## src/common/exe_pkg.sv

```systemverilog
package exe_pkg;

    // ========================================================================
    // widths and basic types
    // ========================================================================

    localparam int XLEN = 32;

    typedef logic [XLEN-1:0] word_t;
    typedef logic [4:0]      reg_addr_t;
    typedef logic [2:0]      funct3_t;

    // pc increment for the link address
    localparam word_t PC_STEP = 32'd4;

    // ========================================================================
    // alu operations
    // ========================================================================

    // encoded as {funct7[5], funct3} of the matching R-type instruction
    typedef enum logic [3:0] {
        ADD  = 4'b0000,
        SUB  = 4'b1000,
        SLL  = 4'b0001,
        SLT  = 4'b0010,
        SLTU = 4'b0011,
        XOR  = 4'b0100,
        SRL  = 4'b0101,
        SRA  = 4'b1101,
        OR   = 4'b0110,
        AND  = 4'b0111
    } alu_op_e;

    // branch conditions, funct3 of the B-type instructions
    localparam funct3_t BEQ  = 3'b000;
    localparam funct3_t BNE  = 3'b001;
    localparam funct3_t BLT  = 3'b100;
    localparam funct3_t BGE  = 3'b101;
    localparam funct3_t BLTU = 3'b110;
    localparam funct3_t BGEU = 3'b111;

    // ========================================================================
    // bubble contents
    // ========================================================================

    // data value loaded into a stage on clear or reset
    localparam word_t BUBBLE_WORD = '0;

    // alu operation carried by a bubble
    localparam alu_op_e BUBBLE_ALU_OP = ADD;

endpackage

```

## src/hdl/id_exe_reg.sv

```systemverilog
`timescale 1ns/10ps

module id_exe_reg (
    input  logic              clk_i,
    input  logic              rst_n_i,
    input  logic              en_i,
    input  logic              clr_i,
    input  exe_pkg::word_t    pc_i,
    input  exe_pkg::word_t    imm_i,
    input  exe_pkg::word_t    rdata1_i,
    input  exe_pkg::word_t    rdata2_i,
    input  exe_pkg::reg_addr_t rd_i,
    input  exe_pkg::funct3_t  fun3_i,
    input  exe_pkg::alu_op_e  alu_ctrl_i,
    input  logic              reg_write_i,
    input  logic              mem_write_i,
    input  logic              mem_to_reg_i,
    input  logic              branch_i,
    input  logic              alu_src_i,
    input  logic              jump_i,
    input  logic              lui_i,
    input  logic              auipc_i,
    input  logic              jal_i,
    output exe_pkg::word_t    pc_o,
    output exe_pkg::word_t    imm_o,
    output exe_pkg::word_t    rdata1_o,
    output exe_pkg::word_t    rdata2_o,
    output exe_pkg::reg_addr_t rd_o,
    output exe_pkg::funct3_t  fun3_o,
    output exe_pkg::alu_op_e  alu_ctrl_o,
    output logic              reg_write_o,
    output logic              mem_write_o,
    output logic              mem_to_reg_o,
    output logic              branch_o,
    output logic              alu_src_o,
    output logic              jump_o,
    output logic              lui_o,
    output logic              auipc_o,
    output logic              jal_o
);

    // reset and clear both insert a bubble, clear wins over enable
    always_ff @(posedge clk_i) begin
        if (!rst_n_i || clr_i) begin
            pc_o         <= exe_pkg::BUBBLE_WORD;
            imm_o        <= exe_pkg::BUBBLE_WORD;
            rdata1_o     <= exe_pkg::BUBBLE_WORD;
            rdata2_o     <= exe_pkg::BUBBLE_WORD;
            rd_o         <= '0;
            fun3_o       <= '0;
            alu_ctrl_o   <= exe_pkg::BUBBLE_ALU_OP;
            reg_write_o  <= 1'b0;
            mem_write_o  <= 1'b0;
            mem_to_reg_o <= 1'b0;
            branch_o     <= 1'b0;
            alu_src_o    <= 1'b0;
            jump_o       <= 1'b0;
            lui_o        <= 1'b0;
            auipc_o      <= 1'b0;
            jal_o        <= 1'b0;
        end else if (en_i) begin
            pc_o         <= pc_i;
            imm_o        <= imm_i;
            rdata1_o     <= rdata1_i;
            rdata2_o     <= rdata2_i;
            rd_o         <= rd_i;
            fun3_o       <= fun3_i;
            alu_ctrl_o   <= alu_ctrl_i;
            reg_write_o  <= reg_write_i;
            mem_write_o  <= mem_write_i;
            mem_to_reg_o <= mem_to_reg_i;
            branch_o     <= branch_i;
            alu_src_o    <= alu_src_i;
            jump_o       <= jump_i;
            lui_o        <= lui_i;
            auipc_o      <= auipc_i;
            jal_o        <= jal_i;
        end
    end

    // a cleared stage carries no side effects into execute
    assert property (@(posedge clk_i) disable iff (!rst_n_i)
        clr_i |=> !(reg_write_o | mem_write_o | mem_to_reg_o | branch_o | alu_src_o |
                    jump_o | lui_o | auipc_o | jal_o))
        else $error("id_exe_reg: control bits set after clear");

endmodule

```

## src/alu/alu_unit.sv

```systemverilog
`timescale 1ns/10ps

module alu_unit (
    input  exe_pkg::word_t   rdata1_i,
    input  exe_pkg::word_t   rdata2_i,
    input  exe_pkg::word_t   pc_i,
    input  exe_pkg::word_t   imm_i,
    input  logic             auipc_i,
    input  logic             alu_src_i,
    input  exe_pkg::alu_op_e alu_ctrl_i,
    output exe_pkg::word_t   alu_result_o,
    output logic             zero_o
);

    exe_pkg::word_t op1;
    exe_pkg::word_t op2;
    logic [4:0]     shamt;
    logic           lt_signed;
    logic           lt_unsigned;

    // ========================================================================
    // operand selection
    // ========================================================================

    // auipc adds the immediate to the pc
    assign op1 = auipc_i ? pc_i : rdata1_i;
    assign op2 = alu_src_i ? imm_i : rdata2_i;

    // only the low five bits count for rv32 shifts
    assign shamt = op2[4:0];

    assign lt_signed   = $signed(op1) < $signed(op2);
    assign lt_unsigned = op1 < op2;

    // ========================================================================
    // alu
    // ========================================================================

    always_comb begin
        case (alu_ctrl_i)
            exe_pkg::ADD:  alu_result_o = op1 + op2;
            exe_pkg::SUB:  alu_result_o = op1 - op2;
            exe_pkg::SLL:  alu_result_o = op1 << shamt;
            exe_pkg::SLT:  alu_result_o = {{(exe_pkg::XLEN-1){1'b0}}, lt_signed};
            exe_pkg::SLTU: alu_result_o = {{(exe_pkg::XLEN-1){1'b0}}, lt_unsigned};
            exe_pkg::XOR:  alu_result_o = op1 ^ op2;
            exe_pkg::SRL:  alu_result_o = op1 >> shamt;
            exe_pkg::SRA:  alu_result_o = exe_pkg::word_t'($signed(op1) >>> shamt);
            exe_pkg::OR:   alu_result_o = op1 | op2;
            exe_pkg::AND:  alu_result_o = op1 & op2;
            default:       alu_result_o = '0;
        endcase

        // zero flag feeds the beq/bne decision in the memory stage
        zero_o = (alu_result_o == '0);

        // a subtraction reports zero exactly when the operands match
        if (alu_ctrl_i == exe_pkg::SUB) begin
            assert (zero_o == (op1 == op2))
                else $error("alu_unit: zero flag disagrees with operand compare");
        end
    end

endmodule

```

## src/hdl/jump_target.sv

```systemverilog
`timescale 1ns/10ps

module jump_target (
    input  exe_pkg::word_t pc_i,
    input  exe_pkg::word_t rdata1_i,
    input  exe_pkg::word_t imm_i,
    input  logic           jump_i,
    input  logic           jal_i,
    output exe_pkg::word_t pc_jump_o
);

    logic           jalr;
    exe_pkg::word_t base;

    // jalr is a jump that is not jal
    assign jalr = jump_i & ~jal_i;

    // jalr targets rs1 + imm, jal and branches target pc + imm
    assign base = jalr ? rdata1_i : pc_i;

    // wraps modulo 2^32
    assign pc_jump_o = base + imm_i;

endmodule

```

## src/hdl/exe_mem_stage.sv

```systemverilog
`timescale 1ns/10ps

module exe_mem_stage (
    input  logic               clk_i,
    input  logic               rst_n_i,
    input  logic               en_i,
    input  logic               clr_i,
    input  exe_pkg::word_t     alu_result_i,
    input  logic               zero_i,
    input  exe_pkg::word_t     pc_jump_i,
    input  exe_pkg::word_t     pc_plus_4_i,
    input  exe_pkg::word_t     imm_i,
    input  exe_pkg::word_t     rdata2_i,
    input  exe_pkg::reg_addr_t rd_i,
    input  exe_pkg::funct3_t   fun3_i,
    input  logic               reg_write_i,
    input  logic               mem_write_i,
    input  logic               mem_to_reg_i,
    input  logic               branch_i,
    input  logic               jump_i,
    input  logic               lui_i,
    output exe_pkg::word_t     result_o,
    output exe_pkg::word_t     mem_addr_o,
    output exe_pkg::word_t     mem_wdata_o,
    output exe_pkg::funct3_t   mem_op_o,
    output logic               mem_write_o,
    output logic               mem_to_reg_o,
    output logic               reg_write_o,
    output exe_pkg::reg_addr_t rd_o,
    output logic               pc_sel_o,
    output exe_pkg::word_t     pc_jump_o
);

    exe_pkg::word_t   alu_result_mem;
    exe_pkg::word_t   pc_plus_4_mem;
    exe_pkg::word_t   imm_mem;
    exe_pkg::funct3_t fun3_mem;
    logic             zero_mem;
    logic             branch_mem;
    logic             jump_mem;
    logic             lui_mem;
    logic             cond_met;

    // ========================================================================
    // exe/mem register
    // ========================================================================

    always_ff @(posedge clk_i) begin
        if (!rst_n_i || clr_i) begin
            alu_result_mem <= exe_pkg::BUBBLE_WORD;
            zero_mem       <= 1'b0;
            pc_jump_o      <= exe_pkg::BUBBLE_WORD;
            pc_plus_4_mem  <= exe_pkg::BUBBLE_WORD;
            imm_mem        <= exe_pkg::BUBBLE_WORD;
            mem_wdata_o    <= exe_pkg::BUBBLE_WORD;
            rd_o           <= '0;
            fun3_mem       <= '0;
            reg_write_o    <= 1'b0;
            mem_write_o    <= 1'b0;
            mem_to_reg_o   <= 1'b0;
            branch_mem     <= 1'b0;
            jump_mem       <= 1'b0;
            lui_mem        <= 1'b0;
        end else if (en_i) begin
            alu_result_mem <= alu_result_i;
            zero_mem       <= zero_i;
            pc_jump_o      <= pc_jump_i;
            pc_plus_4_mem  <= pc_plus_4_i;
            imm_mem        <= imm_i;
            mem_wdata_o    <= rdata2_i;
            rd_o           <= rd_i;
            fun3_mem       <= fun3_i;
            reg_write_o    <= reg_write_i;
            mem_write_o    <= mem_write_i;
            mem_to_reg_o   <= mem_to_reg_i;
            branch_mem     <= branch_i;
            jump_mem       <= jump_i;
            lui_mem        <= lui_i;
        end
    end

    // ========================================================================
    // branch decision and result select
    // ========================================================================

    // blt/bge use the slt result, beq/bne use the sub zero flag
    always_comb begin
        case (fun3_mem)
            exe_pkg::BEQ:  cond_met = zero_mem;
            exe_pkg::BNE:  cond_met = ~zero_mem;
            exe_pkg::BLT,
            exe_pkg::BLTU: cond_met = alu_result_mem[0];
            exe_pkg::BGE,
            exe_pkg::BGEU: cond_met = ~alu_result_mem[0];
            default:       cond_met = 1'b0;
        endcase
    end

    assign pc_sel_o = jump_mem | (branch_mem & cond_met);

    assign result_o = jump_mem ? pc_plus_4_mem :
                      lui_mem  ? imm_mem       : alu_result_mem;

    // data memory bus
    assign mem_addr_o = alu_result_mem;
    assign mem_op_o   = fun3_mem;

    // decode never marks one instruction as both jump and lui
    assert property (@(posedge clk_i) disable iff (!rst_n_i) !(jump_mem && lui_mem))
        else $error("exe_mem_stage: jump and lui both set");

endmodule

```

## src/hdl/exe_mem_path.sv

```systemverilog
`timescale 1ns/10ps

module exe_mem_path (
    input  logic               clk_i,
    input  logic               rst_n_i,
    // decode-stage values
    input  exe_pkg::word_t     pc_i,
    input  exe_pkg::word_t     imm_i,
    input  exe_pkg::word_t     rdata1_i,
    input  exe_pkg::word_t     rdata2_i,
    input  exe_pkg::reg_addr_t rd_i,
    input  exe_pkg::funct3_t   fun3_i,
    input  logic               reg_write_i,
    input  logic               mem_write_i,
    input  logic               mem_to_reg_i,
    input  logic               branch_i,
    input  logic               alu_src_i,
    input  logic               jump_i,
    input  logic               lui_i,
    input  logic               auipc_i,
    input  logic               jal_i,
    input  exe_pkg::alu_op_e   alu_ctrl_i,
    // pipeline flow
    input  logic               id_exe_en_i,
    input  logic               id_exe_clr_i,
    input  logic               exe_mem_en_i,
    input  logic               exe_mem_clr_i,
    // memory stage
    output exe_pkg::word_t     result_o,
    output exe_pkg::word_t     mem_addr_o,
    output exe_pkg::word_t     mem_wdata_o,
    output exe_pkg::funct3_t   mem_op_o,
    output logic               mem_write_o,
    output logic               mem_to_reg_o,
    output logic               reg_write_o,
    output exe_pkg::reg_addr_t rd_o,
    output logic               pc_sel_o,
    output exe_pkg::word_t     pc_jump_o
);

    exe_pkg::word_t     pc_exe, imm_exe, rdata1_exe, rdata2_exe;
    exe_pkg::word_t     pc_plus_4_exe, alu_result_exe, pc_jump_exe;
    exe_pkg::reg_addr_t rd_exe;
    exe_pkg::funct3_t   fun3_exe;
    exe_pkg::alu_op_e   alu_ctrl_exe;
    logic               reg_write_exe, mem_write_exe, mem_to_reg_exe, branch_exe;
    logic               alu_src_exe, jump_exe, lui_exe, auipc_exe, jal_exe;
    logic               zero_exe;

    id_exe_reg u_id_exe_reg (
        .clk_i(clk_i), .rst_n_i(rst_n_i), .en_i(id_exe_en_i), .clr_i(id_exe_clr_i),
        .pc_i(pc_i), .imm_i(imm_i), .rdata1_i(rdata1_i), .rdata2_i(rdata2_i),
        .rd_i(rd_i), .fun3_i(fun3_i), .alu_ctrl_i(alu_ctrl_i),
        .reg_write_i(reg_write_i), .mem_write_i(mem_write_i), .mem_to_reg_i(mem_to_reg_i),
        .branch_i(branch_i), .alu_src_i(alu_src_i), .jump_i(jump_i), .lui_i(lui_i),
        .auipc_i(auipc_i), .jal_i(jal_i),
        .pc_o(pc_exe), .imm_o(imm_exe), .rdata1_o(rdata1_exe), .rdata2_o(rdata2_exe),
        .rd_o(rd_exe), .fun3_o(fun3_exe), .alu_ctrl_o(alu_ctrl_exe),
        .reg_write_o(reg_write_exe), .mem_write_o(mem_write_exe),
        .mem_to_reg_o(mem_to_reg_exe), .branch_o(branch_exe), .alu_src_o(alu_src_exe),
        .jump_o(jump_exe), .lui_o(lui_exe), .auipc_o(auipc_exe), .jal_o(jal_exe)
    );

    // link address for jal/jalr
    assign pc_plus_4_exe = pc_exe + exe_pkg::PC_STEP;

    alu_unit u_alu_unit (
        .rdata1_i(rdata1_exe), .rdata2_i(rdata2_exe), .pc_i(pc_exe), .imm_i(imm_exe),
        .auipc_i(auipc_exe), .alu_src_i(alu_src_exe), .alu_ctrl_i(alu_ctrl_exe),
        .alu_result_o(alu_result_exe), .zero_o(zero_exe)
    );

    jump_target u_jump_target (
        .pc_i(pc_exe), .rdata1_i(rdata1_exe), .imm_i(imm_exe),
        .jump_i(jump_exe), .jal_i(jal_exe), .pc_jump_o(pc_jump_exe)
    );

    exe_mem_stage u_exe_mem_stage (
        .clk_i(clk_i), .rst_n_i(rst_n_i), .en_i(exe_mem_en_i), .clr_i(exe_mem_clr_i),
        .alu_result_i(alu_result_exe), .zero_i(zero_exe), .pc_jump_i(pc_jump_exe),
        .pc_plus_4_i(pc_plus_4_exe), .imm_i(imm_exe), .rdata2_i(rdata2_exe),
        .rd_i(rd_exe), .fun3_i(fun3_exe), .reg_write_i(reg_write_exe),
        .mem_write_i(mem_write_exe), .mem_to_reg_i(mem_to_reg_exe),
        .branch_i(branch_exe), .jump_i(jump_exe), .lui_i(lui_exe),
        .result_o(result_o), .mem_addr_o(mem_addr_o), .mem_wdata_o(mem_wdata_o),
        .mem_op_o(mem_op_o), .mem_write_o(mem_write_o), .mem_to_reg_o(mem_to_reg_o),
        .reg_write_o(reg_write_o), .rd_o(rd_o), .pc_sel_o(pc_sel_o),
        .pc_jump_o(pc_jump_o)
    );

endmodule

```

## config.mk

```make
export PLATFORM = sky130hd
export DESIGN_NAME = exe_mem_path
export DESIGN_NICKNAME = d
export VERILOG_FILES = /design/src/common/exe_pkg.sv /design/src/hdl/id_exe_reg.sv /design/src/alu/alu_unit.sv /design/src/hdl/jump_target.sv /design/src/hdl/exe_mem_stage.sv /design/src/hdl/exe_mem_path.sv
export SDC_FILE = /design/constraint.sdc
export NUM_CORES = 1
export LEC_CHECK = 0
export ABC_AREA = 0
export BUFFER_PORTS_ARGS = -buffer_cell sky130_fd_sc_hd__buf_4
export CAP_MARGIN = 25
export CORE_MARGIN = 2
export CORE_UTILIZATION = 40
export CTS_CLUSTER_SIZE = 10
export DETAILED_ROUTE_END_ITERATION = 10
export RECOVER_POWER = 25
export SYNTH_ARGS = -nofsm -noshare
export SYNTH_HDL_FRONTEND = slang
export SYNTH_SLANG_ARGS = --single-unit
```

## constraint.sdc

```tcl
create_clock -name clk_i -period 9.39 [get_ports clk_i]
set_input_delay 1.878 -clock clk_i [delete_from_list [all_inputs] [get_ports clk_i]]
set_output_delay 1.878 -clock clk_i [all_outputs]
set_load 0.03 [all_outputs]
```

==> out/metrics.yaml, run 1 <==
clock_network:
  clk_pin_slew_worst_paths_ns: 0.06
  cts_resized: 0
  cts_max_level: 2
  cts.sinks: 324
  cts_root_buf: "clkbuf_16"
  holdBufCountCts: 0
  postCtsSetupBuffers: 0
  cts_tree: "built"
  clock_latency_ns: 0.58
  cts_buffers: 40
  clk_path_buf_depth: 3
global_routing:
  grt_pass1_wl_mm: 161
  antenna_found_initial: 6
  grt_overflow: 0
  grt_use_total: 0.344
  grt_max_degree: 106
  grt_pass1_vias: 23200
logic_synthesis:
  synth_cell_type_count: 95
  ys.flop_type: "dfxtp_1"
  synth-async-reset-ratio: 0
  yosys_warnings: 0
  synth_nets: 3234
  syn_inst: 2944
  synth_area_per_cell_um2: 8.22
  synth_top_area_frac: 0.268
  synth_area_leader_cell: "dfxtp_1"
  synth-seq-cells: 324
  synth_edf_count: 0
  seq_area_frac_synth: 0.268
  synthTopCellsByArea: "dfxtp_1, mux2i_1, nor2_1"
  synthesis.area_mm2: 0.0242
timing:
  fmaxAchievable_mhz: 134
  tns_ns: 0
  fin_crit_ns: 7.46
  worst_slew_pin_slew_ns: 5.64
  relSlewSlack: -2.76
  setup_viol: 0
  fin_ws_ns: 1.93
  whs_ns: 0.478
  rsz0062_at_grt: "no"
  skew_ns: 0.0306
  final_max_slew_viol_count: 145
  hold_violations: 0
  fin_crit_sh: 0.795
floorplanning:
  fp.dieArea_mm2: 0.0625
  die_w_um: 250
  core_mm2: 0.0601
  row_count: 90
  num_io_pins: 295
  fp.dieH_um: 250
  start_util: 0.402
layout:
  nFillCells: 5986
  multiInputGateArea_mm2: 0.0165
  final_cells: 3912
  final_nets: 3408
  fin_area_mm2: 0.0279
  regArea_mm2: 0.00649
  drive_gt1_frac: 0.159
  area_delta_synth_final_pct: 15.4
hold_path:
  min_from: "u_exe_mem_stage.pc_jump_o[23]$_SDFFE_PP0P_"
  hold_class: "flop to flop"
detailed_routing:
  routed_via_density: 6.28
  drcViolationCount: 0
  ant_nets: 0
  drt_wl_total_mm: 111
  routedWlPerCell_um: 28.5
  num_vias: 24600
  drt_pass1_iterations: 5
  first_iter_violations: 2614
worst_setup_path:
  start_kind: "input port"
  crit_fanout: 76
  crit_path_start: "id_exe_en_i"
  cp_data_required_time_ns: 9.81
  endpoint_kind: "flop"
  rr_startpoint: "u_id_exe_reg.alu_src_o$_SDFFE_PP0P_"
  cp.arrival_ns: 7.89
  crit_type: "input port to flop"
placement:
  hpwlAfterDp_mm: 84.8
  placed_cell_area_mm2: 0.0269
  place_congestion: 1.09
  dp_slack_ns: 2.90
  io_buffers: 294
  dpl.cell_count: 3858
run:
  drv_cap: 2
run_status:
  status: "complete, but fails checks"
  violations: "max-capacitance violations, max-slew violations"
power:
  ir_drop_mv: 0.132
  powerDensity_mw_per_mm2: 132
  p_leak_nw: 11.8
## final cells by class
type | count | area share
Timing Repair Buffer | 334 | 0.0871
Clock buffer | 46 | 0.0377
Antenna cell | 1 | 0.0000896
Sequential cell | 324 | 0.232
Tap cell | 782 | 0.0350
Multi-Input combinational cell | 2313 | 0.590
Clock inverter | 7 | 0.00341
Inverter | 105 | 0.0142
## state kept, by name, summed over array words and instances (netlist names), 3 cells and up
signal	cells
u_exe_mem_stage.imm_mem	32
u_exe_mem_stage.mem_addr_o	32
u_exe_mem_stage.mem_wdata_o	32
u_exe_mem_stage.pc_jump_o	32
u_exe_mem_stage.pc_plus_4_mem	32
u_id_exe_reg.imm_o	32
u_id_exe_reg.pc_o	32
u_id_exe_reg.rdata1_o	32
u_id_exe_reg.rdata2_o	32
u_exe_mem_stage.rd_o	5
u_id_exe_reg.rd_o	5
u_id_exe_reg.alu_ctrl_o	4
u_exe_mem_stage.mem_op_o	3
u_id_exe_reg.fun3_o	3
## worst max-delay path, stage by stage
cell and delay, ns:
clkbuf_1 3.88, buf_4 0.98, buf_4 0.69, mux2i_1 0.29, nor2_1 0.06
## cells in the final DEF (no fill, tap or decap), drive strengths merged, types with 55 or more instances in the layout
cell    synthesis  final
a211oi         92     92
clkbuf        125     69
nor2          505    505
mux2i         448    448
a21oi         142    142
dfxtp         324    324
inv           103    105
o21ai         148    148
nand2         174    174
buf            77    311
nor3           55     55
ha            132    132
## report_power, final
part	internal, mW	total, mW	switching [mW]
sequential	1.41	1.47	0.0558
combinational	0.291	0.786	0.495
clock	0.820	1.43	0.615
total	2.52	3.69	1.17
## metal layers
metal | global-route usage | up-vias | wire [µm]
met2 | 0.517 | 1376 | 47500
met1 | 0.481 | 12000 | 48600
li1 | - | 11000 | -
met3 | 0.0724 | 237 | 10600
met5 | 0 | - | 57
met4 | 0.131 | 8 | 4690
## final timing paths
kind	endpoint	slack (ns)	cells after the start
worst max-delay path	u_id_exe_reg.rdata1_o[1]$_SDFFE_PP0P_	1.93	5
worst max register to register	u_exe_mem_stage.zero_mem$_SDFFE_PP0P_	2.82	17
worst min-delay path	u_exe_mem_stage.pc_jump_o[23]$_SDFFE_PP0P_	0.48	2
worst min register to register	u_exe_mem_stage.pc_jump_o[23]$_SDFFE_PP0P_	0.48	2
## per-stage QoR
| stage | power (mW) | util |
|---|---|---|
| after floorplan | 1.96 | - |
| after global placement | 2.25 | 0.447 |
| after detailed placement | 2.25 | 0.447 |
| after CTS | 3.68 | 0.466 |
| after global routing | 3.81 | 0.464 |
| final | 3.69 | 0.464 |
## cells by family after synthesis
family          share of synthesized area
mux                                 0.226
compound gates                      0.188
buf+inv                            0.0538
fa+ha+maj                          0.0707
flops                               0.268
simple gates                        0.165
xor+xnor                           0.0289
## synthesized netlist by cell type, types with 26 or more instances
library cell and number:
nor2_1 505, mux2i_1 420, dfxtp_1 324, nand2_1 174, a21oi_1 142, o21ai_0 141
ha_1 132, clkbuf_1 125, a211oi_1 90, inv_1 83, nor3_1 55, nand3_1 54
xnor2_1 54, mux2_2 39, o22ai_1 38, buf_1 36, o211ai_1 26, xor2_1 26
No activity file was read; power rests on OpenSTA's default activity.
==> run 2: changes to the inputs <==
Clock period 9.39 ns to 6.9 ns, I/O delays scaled along.
==> run 2 against run 1 <==
The run still ends with max-capacitance violations, max-slew violations left. Register-to-register slack worse by 2.0 ns. Via count rose by 0.20%. Clock-buffer cell count down 1. Power up 34%. Non-clock buffer count up 12. Clock skew fell by 0.012 ns. Final area rose by 0.18%. Largest cell class unchanged. Sequential cell count stayed put. Sequential power rose by 36%. Global-route usage is 0.61 points higher.
==> out/metrics.yaml, run 2 (synthesis results as in run 1) <==
clock_network:
  cts_root_buf: "clkbuf_16"
  cts_resized: 0
  clk_path_buf_depth: 3
  clock_latency_ns: 0.56
  cts_tree: "built"
  cts.sinks: 324
  clk_pin_slew_worst_paths_ns: 0.05
  holdBufCountCts: 0
  cts_max_level: 2
  cts_buffers: 39
  postCtsSetupBuffers: 0
global_routing:
  antenna_found_initial: 1
  grt_overflow: 0
  grt_pass1_vias: 23600
  grt_pass1_wl_mm: 164
  grt_use_total: 0.350
  grt_max_degree: 121
placement:
  hpwlAfterDp_mm: 86.5
  place_congestion: 1.06
  io_buffers: 294
  dp_slack_ns: 1.05
timing:
  setup_viol: 0
  relSlewSlack: -2.26
  hold_violations: 0
  fin_crit_sh: 0.922
  fmaxAchievable_mhz: 157
  tns_ns: 0
  fin_crit_ns: 6.36
  worst_slew_pin_slew_ns: 4.89
  fin_ws_ns: 0.539
  skew_ns: 0.0190
  final_max_slew_viol_count: 177
  rsz0062_at_grt: "no"
floorplanning:
  num_io_pins: 295
  fp.dieArea_mm2: 0.0625
  die_w_um: 250
  start_util: 0.402
  fp.dieH_um: 250
  row_count: 90
  core_mm2: 0.0601
layout:
  final_common_cell: "nor2_1"
  final_nets: 3419
  multiInputGateArea_mm2: 0.0165
  regArea_mm2: 0.00649
  nFillCells: 6092
  area_delta_synth_final_pct: 15.6
  drive_gt1_frac: 0.158
  final_cell_mix: "nor2_1, mux2i_1, dfxtp_1, buf_4, nand2_1"
worst_setup_path:
  critPathSlowestCell: "clkbuf_2"
  cp.arrival_ns: 6.82
  cp.depth: 8
  critPathCapture: "u_exe_mem_stage.zero_mem$_SDFFE_PP0P_"
  rr_startpoint: "u_id_exe_reg.auipc_o$_SDFFE_PP0P_"
  reg2reg_depth: 15
  endpoint_kind: "flop"
  crit_path_max_incr_delay_ns: 2.22
  crit_fanout: 110
  crit_family: "buffers and inverters"
  worstReg2RegEnd: "u_exe_mem_stage.zero_mem$_SDFFE_PP0P_"
  crit_type: "input port to flop"
  cp_data_required_time_ns: 7.35
  r2r_setup_slack_ns: 0.83
  path_cells: "clkbuf_2 > o2111ai_1 > a221o_1 > a211oi_1 > o21ai_0 > or2_1 > or4_1 > o31ai_2"
  crit_path_start: "exe_mem_en_i"
  path_buf_inv: 1
  start_kind: "input port"
detailed_routing:
  routedWlPerCell_um: 28.8
  drt_pass1_iterations: 6
  drt_wl_total_mm: 113
  ant_nets: 0
  routed_via_density: 6.28
  first_iter_violations: 2934
  drcViolationCount: 0
  num_vias: 24600
hold_path:
  hold_class: "flop to flop"
power:
  ir_drop_mv: 0.166
  power_mw: 4.96
  p_leak_nw: 11.9
  powerDensity_mw_per_mm2: 177
run_status:
  status: "complete, but fails checks"
  violations: "max-capacitance violations, max-slew violations"
run:
  drv_cap: 2
run 2: cell count changes in the layout (fill, tap and decap cells not counted), sizes merged:
| cell | change |
|---|---|
| clkinvlp | -1 |
| clkbuf | +5 |
| clkdlybuf4s18 | +1 |
| inv | -1 |
| clkinv | -1 |
| buf | +5 |
run 2: worst min path at each step:
stage | start | endpoint | slack, ns | depth (start not counted)
after floorplan | u_id_exe_reg.jal_o$_SDFFE_PP0P_ | u_id_exe_reg.jal_o$_SDFFE_PP0P_ | 0.45 | 2
after global placement | u_exe_mem_stage.pc_jump_o[11]$_SDFFE_PP0P_ | u_exe_mem_stage.pc_jump_o[11]$_SDFFE_PP0P_ | 0.46 | 2
after detailed placement | u_exe_mem_stage.pc_jump_o[23]$_SDFFE_PP0P_ | u_exe_mem_stage.pc_jump_o[23]$_SDFFE_PP0P_ | 0.47 | 2
after CTS | u_exe_mem_stage.pc_jump_o[23]$_SDFFE_PP0P_ | u_exe_mem_stage.pc_jump_o[23]$_SDFFE_PP0P_ | 0.48 | 2
after global routing | u_exe_mem_stage.pc_jump_o[23]$_SDFFE_PP0P_ | u_exe_mem_stage.pc_jump_o[23]$_SDFFE_PP0P_ | 0.50 | 2
final | u_exe_mem_stage.pc_plus_4_mem[9]$_SDFFE_PP0P_ | u_exe_mem_stage.pc_plus_4_mem[9]$_SDFFE_PP0P_ | 0.48 | 2
run 2: metal layers:
metal	vias to the layer above	wire, µm	track usage
met4	0	5140	0.149
met5	-	0	0
li1	11000	-	-
met1	12100	50000	0.490
met2	1289	47700	0.521
met3	259	10100	0.0697
run 2: through the flow:
step,cells,cell area (µm²),hold slack (ns),utilization
after global routing,3920,28000,0.496,0.465
after global placement,3868,27000,0.465,0.448
after floorplan,2944,24200,0.451,-
final,3920,28000,0.484,0.465
after detailed placement,3870,27000,0.470,0.449
after CTS,3919,28100,0.481,0.467
run 2: report_power, final:
part	switching (mW)	internal, mW	leakage [nW]
combinational	0.675	0.405	8.69
clock	0.787	1.09	0.537
sequential	0.0745	1.92	2.63
total	1.54	3.42	11.9
run 2: tightest hold or removal path, stage by stage, from the launching register on:
cell and delay, ns:
dfxtp_1 0.30, nor2_1 0.08, a211oi_1 0.05
run 2: layout make-up:
cell class,instances,area share
Sequential cell,324,0.232
Clock buffer,45,0.0372
Clock inverter,4,0.00224
Antenna cell,1,0.0000894
Inverter,105,0.0142
Timing Repair Buffer,346,0.0904
Multi-Input combinational cell,2313,0.589
Tap cell,782,0.0350
